--- src/digest_pkg.sv ---
`default_nettype none

package digest_pkg;

  // CRC-8 generator, MSB first, no reflection and no final XOR.
  localparam logic [7:0] CRC_POLY = 8'h07;

  // Running CRC start value for every packet.
  localparam logic [7:0] CRC_INIT = 8'h00;

  // Beat counter and record length width.
  localparam int LEN_WIDTH = 8;

  typedef enum logic {
    JOIN_IDLE = 1'b0,  // Accepting beats.
    JOIN_HOLD = 1'b1   // Record pending.
  } join_state_e;

endpackage

`default_nettype wire

--- src/crc_lane.sv ---
`timescale 1ns/1ns
`default_nettype none

module crc_lane #(
  parameter int DATA_WIDTH = 8
) (
  input  logic                  clk,
  input  logic                  rst_n,
  input  logic                  beat_fire,
  input  logic                  beat_last,
  input  logic [DATA_WIDTH-1:0] beat_data,
  output logic                  crc_done,
  output logic [7:0]            crc_value
);

  logic [7:0] crc_reg;
  logic [7:0] crc_next;

  // Bitwise fold of one beat, MSB first.
  always_comb begin
    logic feedback;
    crc_next = crc_reg;
    for (int i = DATA_WIDTH - 1; i >= 0; i--) begin
      feedback = crc_next[7] ^ beat_data[i];
      crc_next = {crc_next[6:0], 1'b0} ^ (feedback ? digest_pkg::CRC_POLY : 8'h00);
    end
  end

  always_ff @(posedge clk) begin
    if (!rst_n) begin
      crc_reg  <= digest_pkg::CRC_INIT;
      crc_done <= 1'b0;
    end else begin
      crc_done <= beat_fire && beat_last;  // One-cycle pulse.
      if (beat_fire) begin
        crc_reg <= beat_last ? digest_pkg::CRC_INIT : crc_next;
      end
    end
  end

  // Final value, valid while crc_done is high and until the next packet ends.
  always_ff @(posedge clk) begin
    if (beat_fire && beat_last) begin
      crc_value <= crc_next;
    end
  end

endmodule

`default_nettype wire

--- src/pkt_digest_top.sv ---
`timescale 1ns/1ns
`default_nettype none

module pkt_digest_top #(
  parameter int DATA_WIDTH = 8
) (
  input  logic                              clk,
  input  logic                              rst_n,
  input  logic                              s_valid,
  output logic                              s_ready,
  input  logic [DATA_WIDTH-1:0]             s_data,
  input  logic                              s_last,
  output logic                              m_valid,
  input  logic                              m_ready,
  output logic [digest_pkg::LEN_WIDTH-1:0]  m_len,
  output logic [DATA_WIDTH-1:0]             m_sum,
  output logic [7:0]                        m_crc
);

  // Record is {len, sum, crc}.
  localparam int REC_WIDTH = digest_pkg::LEN_WIDTH + DATA_WIDTH + 8;

  logic                             beat_valid;
  logic                             beat_ready;
  logic                             beat_fire;
  logic [DATA_WIDTH-1:0]            beat_data;
  logic                             beat_last;
  logic                             crc_done;
  logic [7:0]                       crc_value;
  logic                             sum_done;
  logic [DATA_WIDTH-1:0]            sum_value;
  logic [digest_pkg::LEN_WIDTH-1:0] len_value;
  logic                             rec_valid;
  logic                             rec_ready;
  logic [digest_pkg::LEN_WIDTH-1:0] rec_len;
  logic [DATA_WIDTH-1:0]            rec_sum;
  logic [7:0]                       rec_crc;

  skid_buffer #(
    .DATA_WIDTH(DATA_WIDTH + 1),
    .OPT_OUTREG(0)
  ) in_buf (
    .clk    (clk),
    .rst_n  (rst_n),
    .s_valid(s_valid),
    .s_ready(s_ready),
    .s_data ({s_last, s_data}),
    .m_valid(beat_valid),
    .m_ready(beat_ready),
    .m_data ({beat_last, beat_data})
  );

  crc_lane #(
    .DATA_WIDTH(DATA_WIDTH)
  ) u_crc_lane (
    .clk      (clk),
    .rst_n    (rst_n),
    .beat_fire(beat_fire),
    .beat_last(beat_last),
    .beat_data(beat_data),
    .crc_done (crc_done),
    .crc_value(crc_value)
  );

  sum_lane #(
    .DATA_WIDTH(DATA_WIDTH)
  ) u_sum_lane (
    .clk      (clk),
    .rst_n    (rst_n),
    .beat_fire(beat_fire),
    .beat_last(beat_last),
    .beat_data(beat_data),
    .sum_done (sum_done),
    .sum_value(sum_value),
    .len_value(len_value)
  );

  summary_join #(
    .DATA_WIDTH(DATA_WIDTH)
  ) u_summary_join (
    .clk       (clk),
    .rst_n     (rst_n),
    .beat_valid(beat_valid),
    .beat_last (beat_last),
    .beat_ready(beat_ready),
    .beat_fire (beat_fire),
    .crc_done  (crc_done),
    .sum_done  (sum_done),
    .crc_value (crc_value),
    .sum_value (sum_value),
    .len_value (len_value),
    .rec_valid (rec_valid),
    .rec_ready (rec_ready),
    .rec_len   (rec_len),
    .rec_sum   (rec_sum),
    .rec_crc   (rec_crc)
  );

  skid_buffer #(
    .DATA_WIDTH(REC_WIDTH),
    .OPT_OUTREG(1)
  ) out_buf (
    .clk    (clk),
    .rst_n  (rst_n),
    .s_valid(rec_valid),
    .s_ready(rec_ready),
    .s_data ({rec_len, rec_sum, rec_crc}),
    .m_valid(m_valid),
    .m_ready(m_ready),
    .m_data ({m_len, m_sum, m_crc})
  );

endmodule

`default_nettype wire

--- src/skid_buffer.sv ---
`timescale 1ns/1ns
`default_nettype none

module skid_buffer #(
  parameter int DATA_WIDTH = 8,
  parameter bit OPT_OUTREG = 0
) (
  input  logic                  clk,
  input  logic                  rst_n,
  input  logic                  s_valid,
  output logic                  s_ready,
  input  logic [DATA_WIDTH-1:0] s_data,
  output logic                  m_valid,
  input  logic                  m_ready,
  output logic [DATA_WIDTH-1:0] m_data
);

  logic                  skid_valid;
  logic [DATA_WIDTH-1:0] skid_data;

  assign s_ready = !skid_valid;  // Registered, so no path from m_ready.

  // Skid entry catches a beat accepted while the output stalls.
  always_ff @(posedge clk) begin
    if (!rst_n) begin
      skid_valid <= 1'b0;
    end else if (s_valid && s_ready && m_valid && !m_ready) begin
      skid_valid <= 1'b1;
    end else if (m_ready) begin
      skid_valid <= 1'b0;
    end
  end

  always_ff @(posedge clk) begin
    if (s_ready) begin
      skid_data <= s_data;  // Only kept once skid_valid sets.
    end
  end

  if (OPT_OUTREG) begin : g_outreg
    logic                  out_valid;
    logic [DATA_WIDTH-1:0] out_data;

    always_ff @(posedge clk) begin
      if (!rst_n) begin
        out_valid <= 1'b0;
      end else if (!out_valid || m_ready) begin
        out_valid <= s_valid || skid_valid;
      end
    end

    // Skid entry drains first to keep order.
    always_ff @(posedge clk) begin
      if (!out_valid || m_ready) begin
        out_data <= skid_valid ? skid_data : s_data;
      end
    end

    assign m_valid = out_valid;
    assign m_data  = out_data;
  end else begin : g_comb
    assign m_valid = s_valid || skid_valid;  // Empty buffer passes through.
    assign m_data  = skid_valid ? skid_data : s_data;
  end

endmodule

`default_nettype wire

--- src/sum_lane.sv ---
`timescale 1ns/1ns
`default_nettype none

module sum_lane #(
  parameter int DATA_WIDTH = 8
) (
  input  logic                              clk,
  input  logic                              rst_n,
  input  logic                              beat_fire,
  input  logic                              beat_last,
  input  logic [DATA_WIDTH-1:0]             beat_data,
  output logic                              sum_done,
  output logic [DATA_WIDTH-1:0]             sum_value,
  output logic [digest_pkg::LEN_WIDTH-1:0]  len_value
);

  localparam logic [digest_pkg::LEN_WIDTH-1:0] CNT_ONE = 1;

  logic [DATA_WIDTH-1:0]            sum_acc;
  logic [digest_pkg::LEN_WIDTH-1:0] cnt_acc;
  logic [DATA_WIDTH-1:0]            sum_next;
  logic [digest_pkg::LEN_WIDTH-1:0] cnt_next;

  assign sum_next = sum_acc + beat_data;  // Wraps modulo 2^DATA_WIDTH.
  assign cnt_next = cnt_acc + CNT_ONE;

  always_ff @(posedge clk) begin
    if (!rst_n) begin
      sum_acc  <= '0;
      cnt_acc  <= '0;
      sum_done <= 1'b0;
    end else begin
      sum_done <= beat_fire && beat_last;
      if (beat_fire) begin
        sum_acc <= beat_last ? '0 : sum_next;  // Clear for next packet.
        cnt_acc <= beat_last ? '0 : cnt_next;
      end
    end
  end

  always_ff @(posedge clk) begin
    if (beat_fire && beat_last) begin
      sum_value <= sum_next;
      len_value <= cnt_next;
    end
  end

endmodule

`default_nettype wire

--- src/summary_join.sv ---
`timescale 1ns/1ns
`default_nettype none

module summary_join #(
  parameter int DATA_WIDTH = 8
) (
  input  logic                              clk,
  input  logic                              rst_n,
  input  logic                              beat_valid,
  input  logic                              beat_last,
  output logic                              beat_ready,
  output logic                              beat_fire,
  input  logic                              crc_done,
  input  logic                              sum_done,
  input  logic [7:0]                        crc_value,
  input  logic [DATA_WIDTH-1:0]             sum_value,
  input  logic [digest_pkg::LEN_WIDTH-1:0]  len_value,
  output logic                              rec_valid,
  input  logic                              rec_ready,
  output logic [digest_pkg::LEN_WIDTH-1:0]  rec_len,
  output logic [DATA_WIDTH-1:0]             rec_sum,
  output logic [7:0]                        rec_crc
);

  digest_pkg::join_state_e state;

  // Beats stall from the end of a packet until its record is handed off.
  assign beat_ready = (state == digest_pkg::JOIN_IDLE);
  assign beat_fire  = beat_valid && beat_ready;

  always_ff @(posedge clk) begin
    if (!rst_n) begin
      state <= digest_pkg::JOIN_IDLE;
    end else begin
      case (state)
        digest_pkg::JOIN_IDLE: begin
          if (beat_fire && beat_last) begin
            state <= digest_pkg::JOIN_HOLD;
          end
        end
        digest_pkg::JOIN_HOLD: begin
          if (rec_valid && rec_ready) begin
            state <= digest_pkg::JOIN_IDLE;  // Record left for out_buf.
          end
        end
        default: state <= digest_pkg::JOIN_IDLE;
      endcase
    end
  end

  // Lane pulses always coincide.
  always_ff @(posedge clk) begin
    if (!rst_n) begin
      rec_valid <= 1'b0;
    end else if (crc_done && sum_done) begin
      rec_valid <= 1'b1;
    end else if (rec_ready) begin
      rec_valid <= 1'b0;
    end
  end

  always_ff @(posedge clk) begin
    if (crc_done && sum_done) begin
      rec_len <= len_value;
      rec_sum <= sum_value;
      rec_crc <= crc_value;
    end
  end

endmodule

`default_nettype wire

--- config.mk ---
export PLATFORM = sky130hd
export DESIGN_NAME = pkt_digest_top
export DESIGN_NICKNAME = d
export VERILOG_FILES = /design/src/digest_pkg.sv /design/src/crc_lane.sv /design/src/pkt_digest_top.sv /design/src/skid_buffer.sv /design/src/sum_lane.sv /design/src/summary_join.sv
export SDC_FILE = /design/constraint.sdc
export NUM_CORES = 1
export LEC_CHECK = 0
export BUFFER_PORTS_ARGS = -buffer_cell sky130_fd_sc_hd__buf_2
export CORE_MARGIN = 3
export CORE_UTILIZATION = 45
export CTS_BUF_LIST = sky130_fd_sc_hd__clkbuf_4 sky130_fd_sc_hd__clkbuf_8
export CTS_CLUSTER_DIAMETER = 30
export DETAILED_ROUTE_END_ITERATION = 10
export GPL_TIMING_DRIVEN = 0
export PLACE_DENSITY = 0.62
export SLEW_MARGIN = 20
export SYNTH_ARGS = -nofsm -noshare
export SYNTH_HDL_FRONTEND = slang
export SYNTH_SLANG_ARGS = --single-unit
--- constraint.sdc ---
create_clock -name clk -period 4.3 [get_ports clk]
set_input_delay 0.215 -clock clk [delete_from_list [all_inputs] [get_ports clk]]
set_output_delay 0.215 -clock clk [all_outputs]
set_load 0.02 [all_outputs]
==> impl_metrics.env, run 1 <==
export IMPL_status="finished clean"
export IMPL_die_x_um=110.1
export IMPL_leakage_nw=2.140
export IMPL_max_freq_mhz=364.2
export IMPL_avgViaCountPerCell=4.882
export IMPL_synthArstFlopShare=0
export IMPL_grt_pass1_wl_mm=12.22
export IMPL_syn_area_sq_mm=0.004881
export IMPL_start_util=0.4686
export IMPL_n_antenna_cell=0
export IMPL_finClkSkew_ps=7.901
export IMPL_hold_depth=2
export IMPL_critPathMaxFanout=10
export IMPL_ir_worst_vdd_mv=0.1917
export IMPL_hpwl_mm=5.017
export IMPL_syn_nets=333
export IMPL_critPathRequiredTime_ps=4620
export IMPL_post_cts_buffers=0
export IMPL_rr_worst_depth=9
export IMPL_synth_edf_count=72
export IMPL_cts_sinks=135
export IMPL_ant_nets=0
export IMPL_clockBufferDepth=2
export IMPL_cts_tree="built"
export IMPL_track_usage=0.1357
export IMPL_timing_final_crit_period_ps=2746
export IMPL_totalWireLength_mm=7.404
export IMPL_hold_path_startpoint="s_valid"
export IMPL_via_count=2519
export IMPL_cts_root_buffer="clkbuf_8"
export IMPL_die_h_um=110.1
export IMPL_place_congestion=0.8313
export IMPL_die_area_sq_mm=0.01213
export IMPL_io_buffers=38
export IMPL_final_hold_viol_count=0
export IMPL_rows=37
export IMPL_fin_nets=391
export IMPL_worstHoldPathType="in -> reg"
export IMPL_rsz0062_at_grt="false"
export IMPL_grt_pass1_vias=2462
export IMPL_h_tree_depth=4
export IMPL_hold_ws_ps=79.54
export IMPL_clkTransAtPathRegs_ps=70
export IMPL_ys_warn_count=0
export IMPL_ys_flop_type="edfxtp_1"
export IMPL_syn_inst=311
export IMPL_setup_violations_final=0
export IMPL_drv_cap=0
export IMPL_period_share=0.6386
export IMPL_holdPathEnd="in_buf.skid_valid"
export IMPL_syn2layout_area_growth_pct=16.00
export IMPL_wl_per_cell_um=14.35
export IMPL_max_slew_margin=0.5063
export IMPL_clkLatencyLatePin_ps=420
export IMPL_criticalPathCategory="reg -> reg"
export IMPL_ioPinCount=39
export IMPL_cts_buffers=17
export IMPL_arrival_ps=3070
export IMPL_antenna_found_initial=0
export IMPL_ff2ff_setup_slack_ps=1550
export IMPL_grt_overflow=0
export IMPL_p_per_area_mw_per_mm2=495.1
export IMPL_drc=0
export IMPL_fin_setup_tns_ps=0
export IMPL_totalPowerFinal_mw=2.803
export IMPL_r2r_end="u_sum_lane.sum_acc[7]"
export IMPL_end_kind="flop"
export IMPL_dr_pass1_iters=4
export IMPL_timing_rr_start="in_buf.skid_valid"
export IMPL_drive_above_1_share=0.2895
export IMPL_synth_cell_types=38
export IMPL_synth_avg_cell_area_sq_um=15.69
export IMPL_yosysSeqAreaShare=0.7014
export IMPL_slew_viol_final=0
export IMPL_drt_iter0_drc=120
export IMPL_worst_setup_path_start_kind="flop"
export IMPL_ys_seq_elements=135
export IMPL_grt_max_degree=27
export IMPL_coreArea_sq_mm=0.01042
export IMPL_tightest_slew_ps=739.1
stage by stage:
stage / instance area [sq um] / util / worst slack [ps] / instances
after floorplan: 4881 / - / 1892 / 311
after global placement: 5241 / 0.5032 / 1345 / 485
after detailed placement: 5249 / 0.5039 / 1554 / 485
after CTS: 5658 / 0.5432 / 1527 / 516
after global routing: 5662 / 0.5435 / 1322 / 516
final: 5662 / 0.5435 / 1554 / 516
layout by cell type (no fill, tap or decap), types with 9 or more instances in the layout:
cell      netlist  final
a22oi_1         9      9
a32o_1          9      9
buf_2           0     38
clkbuf_1       10     10
clkbuf_8        0     18
dfxtp_1        63     62
edfxtp_1       72     72
mux2_2         31     31
nor2b_1        13     12
xnor2_1        17     17
xor2_1         10     10
Yosys cell counts, types with 2 or more instances:
cell type / instances / area share
a21boi_0: 2 / 0.0031
a21o_1: 3 / 0.0046
a21oi_1: 8 / 0.0082
a22oi_1: 9 / 0.014
a32o_1: 9 / 0.018
and2_1: 4 / 0.0051
and3_1: 2 / 0.0026
clkbuf_1: 10 / 0.0077
dfxtp_1: 63 / 0.26
edfxtp_1: 72 / 0.44
ha_1: 8 / 0.021
inv_1: 5 / 0.0038
mux2_2: 31 / 0.072
nand2_1: 5 / 0.0038
nand2b_1: 2 / 0.0026
nand3_1: 4 / 0.0041
nor2_1: 4 / 0.0031
nor2b_1: 13 / 0.017
nor3b_1: 3 / 0.0046
o21ai_0: 8 / 0.0082
o21bai_1: 2 / 0.0031
xnor2_1: 17 / 0.031
xor2_1: 10 / 0.018
xor2_2: 3 / 0.010
cells by family after synthesis:
logic type               share of synthesized area
AO/OA/AOI/OAI                              0.06768
XOR/XNOR                                   0.07229
adder cells (fa/ha/maj)                    0.02461
buffers and inverters                      0.01384
flip-flops                                  0.7014
multiplexers                               0.07665
AND/OR/NAND/NOR                            0.04358
worst max path at each step:
stage | startpoint | endpoint | slack (ps) | cells after the start
CTS | in_buf.skid_valid | u_sum_lane.sum_acc[7] | 1530 | 9
floorplan | in_buf.skid_valid | u_sum_lane.sum_acc[7] | 1890 | 9
global placement | in_buf.skid_valid | u_crc_lane.crc_value[4] | 1340 | 3
detailed placement | in_buf.skid_valid | u_sum_lane.sum_acc[7] | 1550 | 9
finish | in_buf.skid_valid | u_sum_lane.sum_acc[7] | 1550 | 9
global route | in_buf.skid_valid | u_sum_lane.sum_acc[7] | 1320 | 9
area by class of cell:
type / instances / area (sq um)
buffer: 12 / 48.80
clock buffer: 21 / 270.3
clock inverter: 9 / 128.9
fill: 890 / 4755
inverter: 5 / 18.77
multi-input combinational: 159 / 1400
sequential: 135 / 3425
tap: 136 / 170.2
timing repair buffer: 39 / 200.2
timing repair:
item | CTS | global route
hold buffers | 1 | 0
endpoints found under the hold margin | 1 | 0
resized for setup | 0 | 0
power breakdown:
group | leakage, nW | switching [mW] | total, mW | internal (mW)
registers | 1.22 | 0.0312 | 1.49 | 1.46
logic | 0.719 | 0.157 | 0.277 | 0.120
clock network | 0.202 | 0.438 | 1.04 | 0.599
total | 2.14 | 0.626 | 2.80 | 2.18
critical path, stage by stage (launching register included):
cell and delay [ps]:
dfxtp_1 380, buf_4 220, mux2_2 440, ha_1 330, a211oi_1 250, o21ai_0 180, o31ai_1 340, xnor2_1 220
o21bai_1 110, a21o_1 180
layer usage:
metal	vias up	global-route usage	wire length (um)
met1	1192	0.1899	3611
met2	61	0.1932	3219
met3	14	0.04601	427
li1	1252	-	-
met4	0	0.05717	145
met5	-	0	0
Power figures use the tool's default switching activity.
==> inputs of run 2 (changes only) <==
Clock period 4.3 ns to 2.6 ns, I/O delays scaled along.
==> impl_metrics.env, run 2 (synthesis results as in run 1) <==
export IMPL_startpoint="in_buf.skid_valid"
export IMPL_fin_setup_tns_ps=0
export IMPL_ioPinCount=39
export IMPL_arrival_ps=2790
export IMPL_io_buffers=38
export IMPL_hpwl_mm=5.017
export IMPL_post_cts_buffers=0
export IMPL_critPathRequiredTime_ps=2920
export IMPL_num_fill_cells=883
export IMPL_slew_viol_final=0
export IMPL_h_tree_depth=4
export IMPL_die_area_sq_mm=0.01213
export IMPL_layout_commonest_cell="edfxtp_1"
export IMPL_max_freq_mhz=404.0
export IMPL_final_cell_mix="edfxtp_1, dfxtp_1, buf_2"
export IMPL_timing_rr_start="in_buf.skid_valid"
export IMPL_cts_buffers=17
export IMPL_drive_above_1_share=0.3005
export IMPL_fin_nets=397
export IMPL_drc=0
export IMPL_ir_worst_vdd_mv=0.3172
export IMPL_timing_final_crit_period_ps=2476
export IMPL_critical_path_max_stage_delay_ps=410
export IMPL_cts_sinks=135
export IMPL_start_util=0.4686
export IMPL_hold_ws_ps=22.70
export IMPL_path_buf_inv=0
export IMPL_grt_overflow=0
export IMPL_avgViaCountPerCell=4.872
export IMPL_drv_cap=0
export IMPL_cts_root_buffer="clkbuf_8"
export IMPL_dr_pass1_iters=4
export IMPL_track_usage=0.1366
export IMPL_grt_max_degree=27
export IMPL_crit_chain="mux2_2 > ha_1 > fa_1 > a21o_1 > a21oi_2 > o21ai_0 > xor2_1 > a32o_1"
export IMPL_criticalPathCategory="reg -> reg"
export IMPL_clkTransAtPathRegs_ps=70
export IMPL_ff2ff_setup_slack_ps=120
export IMPL_syn2layout_area_growth_pct=18.05
export IMPL_setup_worst_path_end="u_sum_lane.sum_acc[6]"
export IMPL_rows=37
export IMPL_place_congestion=0.8313
export IMPL_coreArea_sq_mm=0.01042
export IMPL_die_x_um=110.1
export IMPL_die_h_um=110.1
export IMPL_cp_top_family="compound AO/OA/AOI/OAI gates"
export IMPL_setup_violations_final=0
export IMPL_max_slew_margin=0.4912
export IMPL_grt_pass1_vias=2472
export IMPL_rsz0062_at_grt="false"
export IMPL_worst_setup_path_start_kind="flop"
export IMPL_clkLatencyLatePin_ps=420
export IMPL_rr_worst_depth=8
export IMPL_status="finished clean"
export IMPL_wl_per_cell_um=14.26
export IMPL_leakage_nw=2.168
export IMPL_totalWireLength_mm=7.442
export IMPL_p_per_area_mw_per_mm2=806.9
export IMPL_final_hold_viol_count=0
export IMPL_via_count=2543
export IMPL_r2r_end="u_sum_lane.sum_acc[6]"
export IMPL_period_share=0.9521
export IMPL_clockBufferDepth=2
export IMPL_drt_iter0_drc=128
export IMPL_tightest_slew_ps=761.6
export IMPL_antenna_found_initial=0
export IMPL_end_kind="flop"
export IMPL_critPathMaxFanout=3
export IMPL_worstHoldPathType="in -> reg"
export IMPL_ant_nets=0
export IMPL_slowest_stage="fa_1"
export IMPL_finClkSkew_ps=7.622
export IMPL_cts_tree="built"
export IMPL_grt_pass1_wl_mm=12.30
export IMPL_worst_path_stages=8
export IMPL_n_antenna_cell=0
run 2: timing repair:
action,CTS,global route
hold buffers,7,0
pin swaps,2,1
endpoints found under the hold margin,7,0
resized for setup,6,3
setup endpoints to repair,3,3
run 2: layout make-up:
cell class | count | area [sq um] | area share
Buffer | 12 | 52.55 | 0.009121
Inverter | 5 | 18.77 | 0.003257
Sequential cell | 135 | 3426 | 0.5946
Multi-Input combinational cell | 159 | 1435 | 0.2491
Timing Repair Buffer | 45 | 260.3 | 0.04517
Clock inverter | 9 | 128.9 | 0.02237
Clock buffer | 21 | 270.3 | 0.04691
Tap cell | 136 | 170.2 | 0.02953
run 2: metrics by stage:
stage | cell area, sq um | std cells | worst slack (ps) | util | total power [mW]
3_5_place_dp | 5249 | 485 | -146.2 | 0.5039 | 2.972
5_1_grt | 5762 | 522 | 9.379 | 0.5532 | 4.865
4_1_cts | 5744 | 522 | 38.53 | 0.5515 | 4.700
3_3_place_gp | 5241 | 485 | -355.4 | 0.5032 | 2.957
2_1_floorplan | 4881 | 311 | 192.2 | - | 2.846
6_report | 5762 | 522 | 124.5 | 0.5532 | 4.649
run 2: how the worst min path moves through the flow:
stage | start | to | slack (ps) | depth (start not counted)
floorplan | m_ready | out_buf.skid_valid | 210 | 1
global placement | m_ready | out_buf.skid_valid | 320 | 2
detailed placement | m_ready | out_buf.skid_valid | 320 | 2
CTS | s_data[0] | in_buf.skid_data[0] | 0.7 | 2
global route | s_data[0] | in_buf.skid_data[0] | 6 | 2
finish | s_data[3] | in_buf.skid_data[3] | 20 | 2
run 2: where the power goes:
| group | internal (mW) | total [mW] | leakage (nW) | switching [mW] |
|---|---|---|---|---|
| registers | 2.41 | 2.46 | 1.22 | 0.0525 |
| clock network | 0.991 | 1.71 | 0.202 | 0.720 |
| logic | 0.211 | 0.475 | 0.746 | 0.264 |
run 2: per-layer routing:
metal  vias up  share of wire  GRT usage
met1      1203           0.48     0.1918
met5         -              0          0
met2        64           0.44     0.1941
met3        12          0.060    0.04601
li1       1264              -          -
met4         0          0.017    0.05717
